--- src/id_pkg.sv ---
// RV32I decode stage shared widths, opcodes, ALU encodings and stage structs
`default_nettype none

package id_pkg;

    localparam int XLEN   = 32;
    localparam int REG_AW = 5;

    typedef logic [XLEN-1:0]   word_t;
    typedef logic [REG_AW-1:0] reg_addr_t;

    localparam logic [6:0] OPC_LUI    = 7'b0110111;
    localparam logic [6:0] OPC_AUIPC  = 7'b0010111;
    localparam logic [6:0] OPC_BRANCH = 7'b1100011;
    localparam logic [6:0] OPC_LOAD   = 7'b0000011;
    localparam logic [6:0] OPC_STORE  = 7'b0100011;
    localparam logic [6:0] OPC_OP_IMM = 7'b0010011;
    localparam logic [6:0] OPC_OP     = 7'b0110011;

    // OP and OP-IMM share these
    localparam logic [2:0] F3_ADD  = 3'b000;    // add, sub, addi
    localparam logic [2:0] F3_SLL  = 3'b001;
    localparam logic [2:0] F3_SLT  = 3'b010;
    localparam logic [2:0] F3_SLTU = 3'b011;
    localparam logic [2:0] F3_XOR  = 3'b100;
    localparam logic [2:0] F3_SR   = 3'b101;    // srl/sra, funct7[5] picks
    localparam logic [2:0] F3_OR   = 3'b110;
    localparam logic [2:0] F3_AND  = 3'b111;

    localparam logic [2:0] F3_LB   = 3'b000;
    localparam logic [2:0] F3_LH   = 3'b001;
    localparam logic [2:0] F3_LW   = 3'b010;
    localparam logic [2:0] F3_LBU  = 3'b100;
    localparam logic [2:0] F3_LHU  = 3'b101;

    localparam logic [2:0] F3_SB   = 3'b000;
    localparam logic [2:0] F3_SH   = 3'b001;
    localparam logic [2:0] F3_SW   = 3'b010;

    localparam logic [2:0] F3_BEQ  = 3'b000;
    localparam logic [2:0] F3_BNE  = 3'b001;
    localparam logic [2:0] F3_BLT  = 3'b100;
    localparam logic [2:0] F3_BGE  = 3'b101;
    localparam logic [2:0] F3_BLTU = 3'b110;
    localparam logic [2:0] F3_BGEU = 3'b111;

    typedef enum logic [4:0] {
        ALU_NONE, ALU_ADD, ALU_SUB, ALU_SLL, ALU_SRL, ALU_SRA, ALU_SLT, ALU_SLTU,
        ALU_XOR, ALU_OR, ALU_AND, ALU_LUI, ALU_LB, ALU_LH, ALU_LW, ALU_LBU, ALU_LHU,
        ALU_SB, ALU_SH, ALU_SW, ALU_BEQ, ALU_BNE, ALU_BLT, ALU_BGE, ALU_BLTU, ALU_BGEU
    } aluop_e;

    typedef enum logic [2:0] {
        SEL_NONE, SEL_LOGIC, SEL_SHIFT, SEL_ARITH, SEL_COMPARE, SEL_LOAD, SEL_STORE
    } alusel_e;

    typedef struct packed {
        logic [6:0] funct7;
        reg_addr_t  rs2;
        reg_addr_t  rs1;
        logic [2:0] funct3;
        reg_addr_t  rd;
        logic [6:0] opcode;
    } r_fmt_t;

    typedef struct packed {
        logic [11:0] imm;
        reg_addr_t   rs1;
        logic [2:0]  funct3;
        reg_addr_t   rd;
        logic [6:0]  opcode;
    } i_fmt_t;

    typedef struct packed {
        logic [6:0] imm_hi;
        reg_addr_t  rs2;
        reg_addr_t  rs1;
        logic [2:0] funct3;
        logic [4:0] imm_lo;
        logic [6:0] opcode;
    } s_fmt_t;

    typedef struct packed {
        logic [19:0] imm;
        reg_addr_t   rd;
        logic [6:0]  opcode;
    } u_fmt_t;

    typedef union packed {
        r_fmt_t r;
        i_fmt_t i;
        s_fmt_t s;
        u_fmt_t u;
    } inst_u;

    typedef struct packed {
        logic      re;
        reg_addr_t addr;
    } rd_req_t;

    typedef struct packed {
        logic      we;
        reg_addr_t wd;
        word_t     wdata;
    } fwd_src_t;

    typedef struct packed {
        aluop_e    aluop;
        alusel_e   alusel;
        logic      wreg;
        reg_addr_t wd;
        rd_req_t   rs1;
        rd_req_t   rs2;
        word_t     imm1;
        word_t     imm2;
        logic      inst_ok;
    } dec_ctrl_t;

    typedef struct packed {
        word_t     pc;
        word_t     inst;
        aluop_e    aluop;
        alusel_e   alusel;
        word_t     op1;
        word_t     op2;
        reg_addr_t wd;
        logic      wreg;
        logic      inst_ok;
    } id_ex_t;

endpackage

`default_nettype wire

--- src/id_ex_reg.sv ---
// ID/EX pipeline register, loads a bubble while the stage is stalled
`default_nettype none
`timescale 1ns/1ps

module id_ex_reg (
    input  logic              clk,
    input  logic              rst_n_i,
    input  logic              stall_i,
    input  id_pkg::word_t     pc_i,
    input  id_pkg::word_t     inst_i,
    input  id_pkg::dec_ctrl_t ctrl_i,
    input  id_pkg::word_t     op1_i,
    input  id_pkg::word_t     op2_i,
    output id_pkg::id_ex_t    id_ex_o
);
    import id_pkg::*;

    localparam id_ex_t BUBBLE = '{
        pc: '0, inst: '0, aluop: ALU_NONE, alusel: SEL_NONE,
        op1: '0, op2: '0, wd: '0, wreg: 1'b0, inst_ok: 1'b0
    };

    id_ex_t next_d;

    always_comb begin
        next_d.pc      = pc_i;
        next_d.inst    = inst_i;
        next_d.aluop   = ctrl_i.aluop;
        next_d.alusel  = ctrl_i.alusel;
        next_d.op1     = op1_i;
        next_d.op2     = op2_i;
        next_d.wd      = ctrl_i.wd;
        next_d.wreg    = ctrl_i.wreg;
        next_d.inst_ok = ctrl_i.inst_ok;
    end

    always_ff @(posedge clk or negedge rst_n_i) begin
        if (!rst_n_i) begin
            id_ex_o <= BUBBLE;
        end else begin
            id_ex_o <= stall_i ? BUBBLE : next_d;   // held inst redecoded next cycle
        end
    end

endmodule

`default_nettype wire

--- src/id_stage_top.sv ---
// RV32I decode stage: decoder, two operand forwarders and the ID/EX register
`default_nettype none
`timescale 1ns/1ps

module id_stage_top (
    input  logic             clk,
    input  logic             rst_n_i,
    input  id_pkg::word_t    pc_i,
    input  id_pkg::word_t    inst_i,
    input  id_pkg::word_t    rf_rdata1_i,
    input  id_pkg::word_t    rf_rdata2_i,
    input  id_pkg::fwd_src_t ex_fwd_i,
    input  id_pkg::fwd_src_t mem_fwd_i,
    input  id_pkg::aluop_e   ex_aluop_i,
    output id_pkg::rd_req_t  rs1_rd_o,
    output id_pkg::rd_req_t  rs2_rd_o,
    output logic             stall_o,
    output id_pkg::id_ex_t   id_ex_o
);
    import id_pkg::*;

    dec_ctrl_t ctrl;
    word_t     op1;
    word_t     op2;
    logic      load_use1;
    logic      load_use2;

    inst_decoder u_dec (
        .inst_i (inst_i),
        .pc_i   (pc_i),
        .ctrl_o (ctrl)
    );

    operand_forward u_fwd1 (
        .rd_req_i   (ctrl.rs1),
        .rf_rdata_i (rf_rdata1_i),
        .imm_i      (ctrl.imm1),
        .ex_fwd_i   (ex_fwd_i),
        .mem_fwd_i  (mem_fwd_i),
        .ex_aluop_i (ex_aluop_i),
        .operand_o  (op1),
        .load_use_o (load_use1)
    );

    operand_forward u_fwd2 (
        .rd_req_i   (ctrl.rs2),
        .rf_rdata_i (rf_rdata2_i),
        .imm_i      (ctrl.imm2),
        .ex_fwd_i   (ex_fwd_i),
        .mem_fwd_i  (mem_fwd_i),
        .ex_aluop_i (ex_aluop_i),
        .operand_o  (op2),
        .load_use_o (load_use2)
    );

    assign rs1_rd_o = ctrl.rs1;
    assign rs2_rd_o = ctrl.rs2;
    assign stall_o  = load_use1 | load_use2;    // same-cycle back-pressure to fetch

    id_ex_reg u_id_ex (
        .clk     (clk),
        .rst_n_i (rst_n_i),
        .stall_i (stall_o),
        .pc_i    (pc_i),
        .inst_i  (inst_i),
        .ctrl_i  (ctrl),
        .op1_i   (op1),
        .op2_i   (op2),
        .id_ex_o (id_ex_o)
    );

endmodule

`default_nettype wire

--- src/inst_decoder.sv ---
// RV32I instruction decoder producing control, read requests and immediates
`default_nettype none
`timescale 1ns/1ps

module inst_decoder (
    input  id_pkg::inst_u     inst_i,
    input  id_pkg::word_t     pc_i,
    output id_pkg::dec_ctrl_t ctrl_o
);
    import id_pkg::*;

    word_t   imm_i_sext;
    word_t   imm_shamt;
    word_t   imm_upper;
    logic    alt;
    aluop_e  arith_op;
    alusel_e arith_sel;

    assign imm_i_sext = {{(XLEN-12){inst_i.i.imm[11]}}, inst_i.i.imm};
    assign imm_shamt  = {{(XLEN-REG_AW){1'b0}}, inst_i.r.rs2};    // shamt sits in rs2 field
    assign imm_upper  = {inst_i.u.imm, 12'b0};
    assign alt        = inst_i.r.funct7[5];                       // sub / sra select

    // function decode common to OP and OP-IMM
    always_comb begin
        case (inst_i.r.funct3)
            F3_ADD: begin
                arith_op  = ALU_ADD;
                arith_sel = SEL_ARITH;
            end
            F3_SLL: begin
                arith_op  = ALU_SLL;
                arith_sel = SEL_SHIFT;
            end
            F3_SLT: begin
                arith_op  = ALU_SLT;
                arith_sel = SEL_COMPARE;
            end
            F3_SLTU: begin
                arith_op  = ALU_SLTU;
                arith_sel = SEL_COMPARE;
            end
            F3_XOR: begin
                arith_op  = ALU_XOR;
                arith_sel = SEL_LOGIC;
            end
            F3_SR: begin
                arith_op  = alt ? ALU_SRA : ALU_SRL;
                arith_sel = SEL_SHIFT;
            end
            F3_OR: begin
                arith_op  = ALU_OR;
                arith_sel = SEL_LOGIC;
            end
            default: begin
                arith_op  = ALU_AND;
                arith_sel = SEL_LOGIC;
            end
        endcase
    end

    always_comb begin
        ctrl_o         = '0;
        ctrl_o.aluop   = ALU_NONE;
        ctrl_o.alusel  = SEL_NONE;
        ctrl_o.inst_ok = 1'b1;

        case (inst_i.r.opcode)
            OPC_LUI: begin
                ctrl_o.aluop  = ALU_LUI;
                ctrl_o.alusel = SEL_SHIFT;
                ctrl_o.wreg   = 1'b1;
                ctrl_o.imm2   = imm_upper;
            end
            OPC_AUIPC: begin
                ctrl_o.aluop  = ALU_ADD;
                ctrl_o.alusel = SEL_ARITH;
                ctrl_o.wreg   = 1'b1;
                ctrl_o.imm1   = pc_i;
                ctrl_o.imm2   = imm_upper;
            end
            OPC_OP_IMM: begin
                ctrl_o.aluop  = arith_op;
                ctrl_o.alusel = arith_sel;
                ctrl_o.wreg   = 1'b1;
                ctrl_o.rs1.re = 1'b1;
                ctrl_o.imm2   = (arith_sel == SEL_SHIFT) ? imm_shamt : imm_i_sext;
            end
            OPC_OP: begin
                ctrl_o.aluop  = (inst_i.r.funct3 == F3_ADD && alt) ? ALU_SUB : arith_op;
                ctrl_o.alusel = arith_sel;
                ctrl_o.wreg   = 1'b1;
                ctrl_o.rs1.re = 1'b1;
                ctrl_o.rs2.re = 1'b1;
            end
            OPC_LOAD: begin
                case (inst_i.i.funct3)
                    F3_LB:   ctrl_o.aluop = ALU_LB;
                    F3_LH:   ctrl_o.aluop = ALU_LH;
                    F3_LW:   ctrl_o.aluop = ALU_LW;
                    F3_LBU:  ctrl_o.aluop = ALU_LBU;
                    F3_LHU:  ctrl_o.aluop = ALU_LHU;
                    default: ctrl_o.inst_ok = 1'b0;
                endcase
                ctrl_o.alusel = SEL_LOAD;
                ctrl_o.wreg   = 1'b1;
                ctrl_o.rs1.re = 1'b1;
            end
            OPC_STORE: begin
                case (inst_i.s.funct3)
                    F3_SB:   ctrl_o.aluop = ALU_SB;
                    F3_SH:   ctrl_o.aluop = ALU_SH;
                    F3_SW:   ctrl_o.aluop = ALU_SW;
                    default: ctrl_o.inst_ok = 1'b0;
                endcase
                ctrl_o.alusel = SEL_STORE;
                ctrl_o.rs1.re = 1'b1;
                ctrl_o.rs2.re = 1'b1;
            end
            OPC_BRANCH: begin
                case (inst_i.r.funct3)
                    F3_BEQ:  ctrl_o.aluop = ALU_BEQ;
                    F3_BNE:  ctrl_o.aluop = ALU_BNE;
                    F3_BLT:  ctrl_o.aluop = ALU_BLT;
                    F3_BGE:  ctrl_o.aluop = ALU_BGE;
                    F3_BLTU: ctrl_o.aluop = ALU_BLTU;
                    F3_BGEU: ctrl_o.aluop = ALU_BGEU;
                    default: ctrl_o.inst_ok = 1'b0;
                endcase
                ctrl_o.rs1.re = 1'b1;
                ctrl_o.rs2.re = 1'b1;
            end
            default: ctrl_o.inst_ok = 1'b0;
        endcase

        if (!ctrl_o.inst_ok) begin
            ctrl_o         = '0;        // nothing issued for an illegal word
            ctrl_o.aluop   = ALU_NONE;
            ctrl_o.alusel  = SEL_NONE;
        end

        ctrl_o.wd       = ctrl_o.wreg ? inst_i.u.rd : '0;
        ctrl_o.rs1.addr = ctrl_o.rs1.re ? inst_i.s.rs1 : '0;
        ctrl_o.rs2.addr = ctrl_o.rs2.re ? inst_i.s.rs2 : '0;
    end

endmodule

`default_nettype wire

--- src/operand_forward.sv ---
// source operand select with EX/MEM forwarding and load-use detection
`default_nettype none
`timescale 1ns/1ps

module operand_forward (
    input  id_pkg::rd_req_t  rd_req_i,
    input  id_pkg::word_t    rf_rdata_i,
    input  id_pkg::word_t    imm_i,
    input  id_pkg::fwd_src_t ex_fwd_i,
    input  id_pkg::fwd_src_t mem_fwd_i,
    input  id_pkg::aluop_e   ex_aluop_i,
    output id_pkg::word_t    operand_o,
    output logic             load_use_o
);
    import id_pkg::*;

    logic ex_is_load;
    logic ex_hit;
    logic mem_hit;

    assign ex_is_load = ex_aluop_i inside {ALU_LB, ALU_LH, ALU_LW, ALU_LBU, ALU_LHU};
    assign ex_hit     = ex_fwd_i.we && (ex_fwd_i.wd == rd_req_i.addr);
    assign mem_hit    = mem_fwd_i.we && (mem_fwd_i.wd == rd_req_i.addr);

    // load data not ready until mem stage
    assign load_use_o = rd_req_i.re && ex_is_load && (ex_fwd_i.wd == rd_req_i.addr);

    always_comb begin
        if (!rd_req_i.re) begin
            operand_o = imm_i;
        end else if (load_use_o) begin
            operand_o = '0;                     // dropped, stage bubbles
        end else if (rd_req_i.addr == '0) begin
            operand_o = '0;                     // x0
        end else if (ex_hit) begin
            operand_o = ex_fwd_i.wdata;         // youngest result first
        end else if (mem_hit) begin
            operand_o = mem_fwd_i.wdata;
        end else begin
            operand_o = rf_rdata_i;
        end
    end

endmodule

`default_nettype wire

--- config.mk ---
export PLATFORM = sky130hd
export DESIGN_NAME = id_stage_top
export DESIGN_NICKNAME = d
export VERILOG_FILES = /design/src/id_pkg.sv /design/src/id_ex_reg.sv /design/src/id_stage_top.sv /design/src/inst_decoder.sv /design/src/operand_forward.sv
export SDC_FILE = /design/constraint.sdc
export NUM_CORES = 1
export LEC_CHECK = 0
export ABC_AREA = 1
export BUFFER_PORTS_ARGS = -buffer_cell sky130_fd_sc_hd__buf_2
export CAP_MARGIN = 30
export CORE_AREA = 2 2 142 144
export DETAILED_ROUTE_END_ITERATION = 10
export DIE_AREA = 0 0 144 146
export HOLD_SLACK_MARGIN = 0.05
export PLACE_DENSITY_LB_ADDON = 0.2
export SLEW_MARGIN = 10
export SYNTH_ARGS = -nofsm -noshare
export SYNTH_HDL_FRONTEND = slang
export SYNTH_SLANG_ARGS = --single-unit
--- constraint.sdc ---
create_clock -name clk -period 2.3 [get_ports clk]
set_input_delay 0.23 -clock clk [delete_from_list [all_inputs] [get_ports clk]]
set_output_delay 0.23 -clock clk [all_outputs]
set_load 0.01 [all_outputs]
Word level (Yosys, flattened, before mapping)

Index checks and enable logic that the tools add are counted.

Register bits: 143
Input bits: 211
Output and inout port bits: 156

Eq/ne operators: 24
Muxes and demuxes: 34
Bitwise logic cells: 1
Reduce and logical (&&, ||, !) cells: 24

Operators with widths:

| cell                 | number |
|---|---|
| $mux W32             | 12 |
| $mux W143            | 1 |
| $mux W91             | 1 |
| $pmux W5 S7          | 2 |
| $pmux W32 S2         | 1 |
| $pmux W5 S6          | 1 |
| $pmux W5 S5          | 1 |
| $eq A7 B6 Y1 const B | 3 |
| $eq A5 B4 Y1 const B | 4 |
| $eq A5 B5 Y1         | 4 |
| $mux W5              | 4 |
| $pmux W3 S5          | 1 |
| $pmux W5 S3          | 1 |
| $reduce_or A5 Y1     | 3 |
| $eq A7 B5 Y1 const B | 2 |
| $eq A3 B3 Y1 const B | 4 |
| $logic_not A5 Y1     | 2 |
| $eq A3 B2 Y1 const B | 3 |
| $logic_and A1 B1 Y1  | 9 |
| $pmux W3 S3          | 1 |
| $reduce_or A2 Y1     | 4 |
| $eq A7 B2 Y1 const B | 1 |
| $eq A7 B7 Y1 const B | 1 |
| $mux W1              | 7 |
| other kinds (9)      | 10 |

Longest topological paths before layout

Depth in word-level cells: 16
Depth in mapped cells: 22

By module

A second synthesis with hierarchy kept.

Cells, all modules: 1324
Area, all modules: 9397.8 um^2

By module, submodules not included:

| module          | times used | cells each | area an instance (um^2) | sequential area each (um^2) |
|---|---|---|---|---|
| id_ex_reg       | 1          | 445        | 4784.6                  | 3578.4 |
| operand_forward | 2          | 314        | 1666.6                  | 0.0 |
| inst_decoder    | 1          | 248        | 1268.7                  | 0.0 |
| id_stage_top    | 1          | 3          | 11.3                    | 0.0 |

Worst setup path before layout

Ideal clock, no wire load.

Kind: input-to-reg
Start: input port inst_i[14]
End: register u_id_ex.id_ex_o[33] (netlist name)
Setup time: 113 ps
Arrival: 1994 ps
Slack: 193 ps
Stages: 20
Path buffers: 4
Cell sequence: buf_4 -> inv_4 -> nand2_1 -> nand3_1 -> nand2_1 -> inv_2 -> nand2_4 -> buf_6 -> buf_6 -> nand4_1 -> nand2_1 -> nor2_2 -> nand3_2 -> buf_2 -> nand2_1 -> nand3_1 -> nand2_1 -> nand2_1 -> nand2_1 -> inv_1

Longest elaborated chain between the ends: 14
Elaborated cells between the ends (all ways): 41

RTL lines:

| what                                                      | RTL line                                                     | text |
|---|---|---|
| start: declaration                                        | id_stage_top.sv:9                                            | `input id_pkg::word_t inst_i,` |
| $eq A3 B1 Y1 (tied with other cells)                      | --                                                           |  |
| $reduce_or A6 Y1 (no source line) (tied with other cells) | --                                                           |  |
| $mux W1, on equally long branches                         | inst_decoder.sv:121, inst_decoder.sv:97, inst_decoder.sv:110 |  |
| $pmux W1 S4                                               | inst_decoder.sv:68                                           | `case (inst_i.r.opcode)` |
| $mux W91 (*)                                              | inst_decoder.sv:136                                          | `if (!ctrl_o.inst_ok) begin` |
| $mux W5                                                   | inst_decoder.sv:144                                          | `ctrl_o.rs2.addr = ctrl_o.rs2.re ? inst_i.s.rs2 : '0;` |
| $eq A5 B5 Y1                                              | operand_forward.sv:23                                        | `assign mem_hit = mem_fwd_i.we && (mem_fwd_i.wd == rd_req_i.addr);` |
| $logic_and A1 B1 Y1                                       | operand_forward.sv:23                                        |  |
| $mux W32                                                  | operand_forward.sv:37                                        | `end else if (mem_hit) begin` |
| $mux W32                                                  | operand_forward.sv:35                                        | `end else if (ex_hit) begin` |
| $mux W32                                                  | operand_forward.sv:33                                        | `end else if (rd_req_i.addr == '0) begin` |
| $mux W32                                                  | operand_forward.sv:31                                        | `end else if (load_use_o) begin` |
| $mux W32                                                  | operand_forward.sv:29                                        | `if (!rd_req_i.re) begin` |
| $mux W143 (*)                                             | id_ex_reg.sv:41                                              | `id_ex_o <= stall_i ? BUBBLE : next_d;` |

Mark *: on every way between the ends. The rest lies on a longest branch, timed or not.

Worst setup path in the final report

Start: input port inst_i[4]
End: output port stall_o

Longest elaborated chain between the ends: 8
Elaborated cells between the ends (all ways): 23

RTL lines:

| what                                                      | RTL line                                 | text |
|---|---|---|
| $eq A7 B6 Y1 (tied with other cells)                      | inst_decoder.sv:68                       |  |
| $reduce_or A4 Y1 (no source line) (tied with other cells) | --                                       |  |
| $pmux W1 S4 or $mux W1 (tied branches)                    | inst_decoder.sv:68                       |  |
| $mux W91 (*)                                              | inst_decoder.sv:136                      |  |
| $mux W5, on equally long branches                         | inst_decoder.sv:143, inst_decoder.sv:144 |  |
| $eq A5 B5 Y1                                              | operand_forward.sv:26                    | `assign load_use_o = rd_req_i.re && ex_is_load && (ex_fwd_i.wd == rd_req_i.addr);` |
| $logic_and A1 B1 Y1                                       | operand_forward.sv:26                    |  |
| $or A1 B1 Y1 (*)                                          | id_stage_top.sv:58                       | `assign stall_o = load_use1 \| load_use2;` |
| end: declaration                                          | id_stage_top.sv:17                       | `output logic stall_o,` |

Marks and branches as above.

==> results.env <==
OUTCOME='complete, no violations'
PERIOD_NEEDED_PS=2250
LARGESTREGISTERS='u_id_ex.id_ex_o: 143 flops'
AVGROUTEDWIREPERCELL_UM=18.1
POWER.STATIC_LEAKAGE_nW=6.93
WORST-SETUP-PATH-TYPE='in2out'
CTS_TREE='built'
DETAILEDPLACE.WORSTSLACK_PS=-248
SYNTHESIS_TO_LAYOUT_AREA_GROWTH_PCT=47.1
DRT_FIRST_ITER_VIOLATIONS=760
CPMOSTUSEDCELL='sky130_fd_sc_hd__nand2_1'
DIEHEIGHT_UM=146
TIGHTESTPINTRANSITION_PS=520
FIRST_PASS_ITERS=6
CRITPATHCAPTURETYPE='output port'
DETAIL-ROUTE-ANTENNA-NETS=0
SYNTH_CELL_TYPE_COUNT=36
POWER_W=0.00623
ROUTED_WIRE_LENGTH_UM=34600
CORE.ROWCOUNT=51
POSTLAYOUTSETUPSLACKWORST_PS=51.5
DETAILED_PLACE_HPWL_UM=26100
TIMING.MAX_CAP.VIOLATIONS=0
IR_DROP_mV=0.491
ROOT_BUFFER='sky130_fd_sc_hd__clkbuf_16'
TIMING.CRITICAL_PATH.REQUIRED_PS=2070
CRIT_PATH_TOP_DELAY_CELL='sky130_fd_sc_hd__nor2_2'
SETUP_VIOL_COUNT_FINAL=0
ROUTE.DETAILED.DRC=0
ROUTED_VIA_DENSITY=5.16
SYNTH_CELLS=1186
SYNTH_WARNINGS=0
HOLD_END='u_id_ex.id_ex_o[113]$_DFF_PN0_'
DRV_SLEW=0
GPL.FINAL_WEIGHTED_CONGESTION=0.955
TOTAL_DIE_AREA_UM2=21000
SYNTH_AREA_LEADERS='sky130_fd_sc_hd__dfrtp_1 (44%), sky130_fd_sc_hd__nand2_1 (13%), sky130_fd_sc_hd__nor2_1 (12%)'
SYNTH-ASYNC-RESET-RATIO_PCT=100
SYNTH.TOP_CELL.AREA_SHARE_PCT=43.8
GRT-OVFL-TOTAL=0
FINAL_MIN_PERIOD_OVER_CLOCK_PERIOD_PCT=97.8
YS_FF_LATCH=143
CORE-AREA_UM2=19300
SYNTHFLOPTYPE='sky130_fd_sc_hd__dfrtp_1'
GRT_SETUP_UNREPAIRED='yes'
IO_PINS=367
HOLDCRITSTARTPOINT='pc_i[2]'
CRITPATHARRIVALTIME_PS=2020
TRACK_USAGE_PCT=32.0
DIEWIDTH_UM=144
SYNTH_SEQ_AREA_SHARE_PCT=43.8
MAXCLOCKFREQUENCY_MHz=445
GRT_MAX_DEGREE=65
MAX_STAGE_DELAY_PS=170
POSTSYNTHAREAPERCELL_UM2=6.90
ANTENNA_FOUND_INITIAL=7
SYNTH_LARGEST_AREA_CELL='sky130_fd_sc_hd__dfrtp_1'
CP_MAX_FO=12
FINAL.FILL_COUNT=1852
SYNTH_NETS=1397
DETAILROUTE.VIA_COUNT=9884
CTS_MADE_BUFFERS=17
FINAL_LAYOUT_SIZE_SUFFIX_GT1_SHARE_PCT=33.8
SYN-CELL-AREA_UM2=8180
TIMING.SETUP.TNS_PS=0
FIN_NETS=1839
CTS_SINKS=143
GLOBAL_ROUTE_WIRE_LENGTH_BEFORE_REPAIR_UM=51600
PORT_BUFFERS=366
LARGEST-REGISTER='u_id_ex.id_ex_o'
WORST_MIN_PATH_CLASS='in2reg'
MAX_SLEW_MARGIN_PCT=65.3
FLOORPLAN.INITIALDENSITY_PCT=42.3
CP_CELL_SEQUENCE='buf_2 > inv_2 > nor2_1 > nand2_1 > nor2_2 > a21oi_4 > buf_12 > nand2_8 > buf_6 > nand3_2 > nand2_1 > nand2_1 > nor2_2 > nand3_2 > nand2_4 > buf_12 > buf_4'
SYNTH_ENABLE_FLOP_CELLS=0
CLOCK_PATH_BUFFERS=2
HOLDPATHSTAGES=3
LARGEST_REGISTER_FFS=143
POWER_DENSITY_nW_PER_UM2=518
CLK_PIN_SLEW_PS=60
CRITPATHLAUNCHTYPE='primary input'
HOLD_VIOL_FINAL=0
HTREEDEPTH=4
NUMBER_OF_GLOBAL_ROUTE_VIAS_BEFORE_REPAIR=9595
FINAL.HOLD.WORST_SLACK_PS=64.3
metrics by stage:
step	util (%)	instances	cell area [µm²]
finish	62.2	1914	12000
global route	62.2	1912	12000
CTS	61.4	1898	11900
detailed placement	55.8	1823	10800
global placement	55.8	1823	10800
floorplan	-	1186	8180
repair_timing:
item / CTS / global route
gates cloned: 2 / 1
hold buffers: 36 / 0
hold endpoints to repair: 86 / 0
setup buffers: 5 / 7
pin swaps: 5 / 9
resized for setup: 16 / 15
setup endpoints to repair: 1 / 44
final cells by class:
type | count | area (µm²) | share of cell area [%]
well taps | 265 | 332 | 2.76
clock inverters | 15 | 151 | 1.26
clock buffers | 17 | 425 | 3.54
flip-flops and latches | 143 | 3580 | 29.7
diodes | 8 | 20.0 | 0.166
repair buffers | 498 | 3160 | 26.2
inverters | 122 | 463 | 3.85
multi-input cells | 846 | 3910 | 32.5
worst max-delay path by stage:
stage / from / to / slack, ps
after floorplan: inst_i[14] / u_id_ex.id_ex_o[33]$_DFF_PN0_ / 190
after global placement: inst_i[3] / u_id_ex.id_ex_o[32]$_DFF_PN0_ / -220
after detailed placement: inst_i[3] / u_id_ex.id_ex_o[40]$_DFF_PN0_ / -250
after CTS: inst_i[3] / stall_o / 20
after global routing: inst_i[2] / stall_o / -50
final: inst_i[4] / stall_o / 50
where the power goes:
group	internal, W	switching, W	total, W
registers	0.00258	0.0000173	0.00260
clock network	0.00153	0.00123	0.00276
logic	0.000373	0.000511	0.000884
placed cells by master, fill, tap and decap left out, types with 10 or more instances in the layout:
cell / synthesis / routed
sky130_fd_sc_hd__dfrtp_1: 143 / 143
sky130_fd_sc_hd__a21oi_1: 47 / 47
sky130_fd_sc_hd__inv_2: 10 / 10
sky130_fd_sc_hd__clkbuf_16: 0 / 18
sky130_fd_sc_hd__nor2_1: 257 / 254
sky130_fd_sc_hd__nand3_1: 116 / 103
sky130_fd_sc_hd__nand3_2: 6 / 19
sky130_fd_sc_hd__o21ai_1: 40 / 40
sky130_fd_sc_hd__buf_2: 42 / 364
sky130_fd_sc_hd__nor3_1: 12 / 11
sky130_fd_sc_hd__inv_1: 111 / 110
sky130_fd_sc_hd__buf_4: 8 / 78
sky130_fd_sc_hd__nand4_1: 46 / 46
sky130_fd_sc_hd__buf_12: 0 / 17
sky130_fd_sc_hd__dlygate4sd3_1: 0 / 36
sky130_fd_sc_hd__nand2_1: 276 / 273
synthesized netlist by cell type (2+ instances only):
master,instances
sky130_fd_sc_hd__nor2_1,257
sky130_fd_sc_hd__o21ai_0,8
sky130_fd_sc_hd__o21ai_1,40
sky130_fd_sc_hd__nand2_2,5
sky130_fd_sc_hd__nor2_2,9
sky130_fd_sc_hd__buf_1,3
sky130_fd_sc_hd__a31oi_1,2
sky130_fd_sc_hd__nand2_4,3
sky130_fd_sc_hd__nand2_1,276
sky130_fd_sc_hd__buf_2,42
sky130_fd_sc_hd__a21oi_1,47
sky130_fd_sc_hd__nand4_1,46
sky130_fd_sc_hd__nand3_1,116
sky130_fd_sc_hd__buf_4,8
sky130_fd_sc_hd__nand3_2,6
sky130_fd_sc_hd__nor3_1,12
sky130_fd_sc_hd__a211oi_1,3
sky130_fd_sc_hd__dfrtp_1,143
sky130_fd_sc_hd__inv_2,10
sky130_fd_sc_hd__clkbuf_1,21
sky130_fd_sc_hd__o22ai_1,2
sky130_fd_sc_hd__inv_1,111
sky130_fd_sc_hd__buf_6,3
cell families (layout without fill, tap and decap cells):
logic type             Yosys count  after routing  share of synthesized area (%)
and+or+nand+nor                735            737                           38.7
AOI/OAI and AO/OA              109            109                           7.13
other                            0              8                              0
DFF                            143            143                           43.8
buffers and inverters          199            652                           10.4
per-layer routing:
layer	global-route usage, %	wire length (µm)	up-vias	part of all wire [%]
met3	5.86	2900	87	8.4
met2	53.6	17000	543	49
met1	39.7	13300	4615	39
met5	0	0	-	0
li1	-	-	4639	-
met4	14.9	1380	0	4.0
worst max-delay path: cells and delay by family:
family	cells	cell delay, ps
AND/OR/NAND/NOR	10	1040
buffers and inverters	6	680
AO/OA/AOI/OAI	1	60
Note: power is estimated with default switching activity, not from simulation.
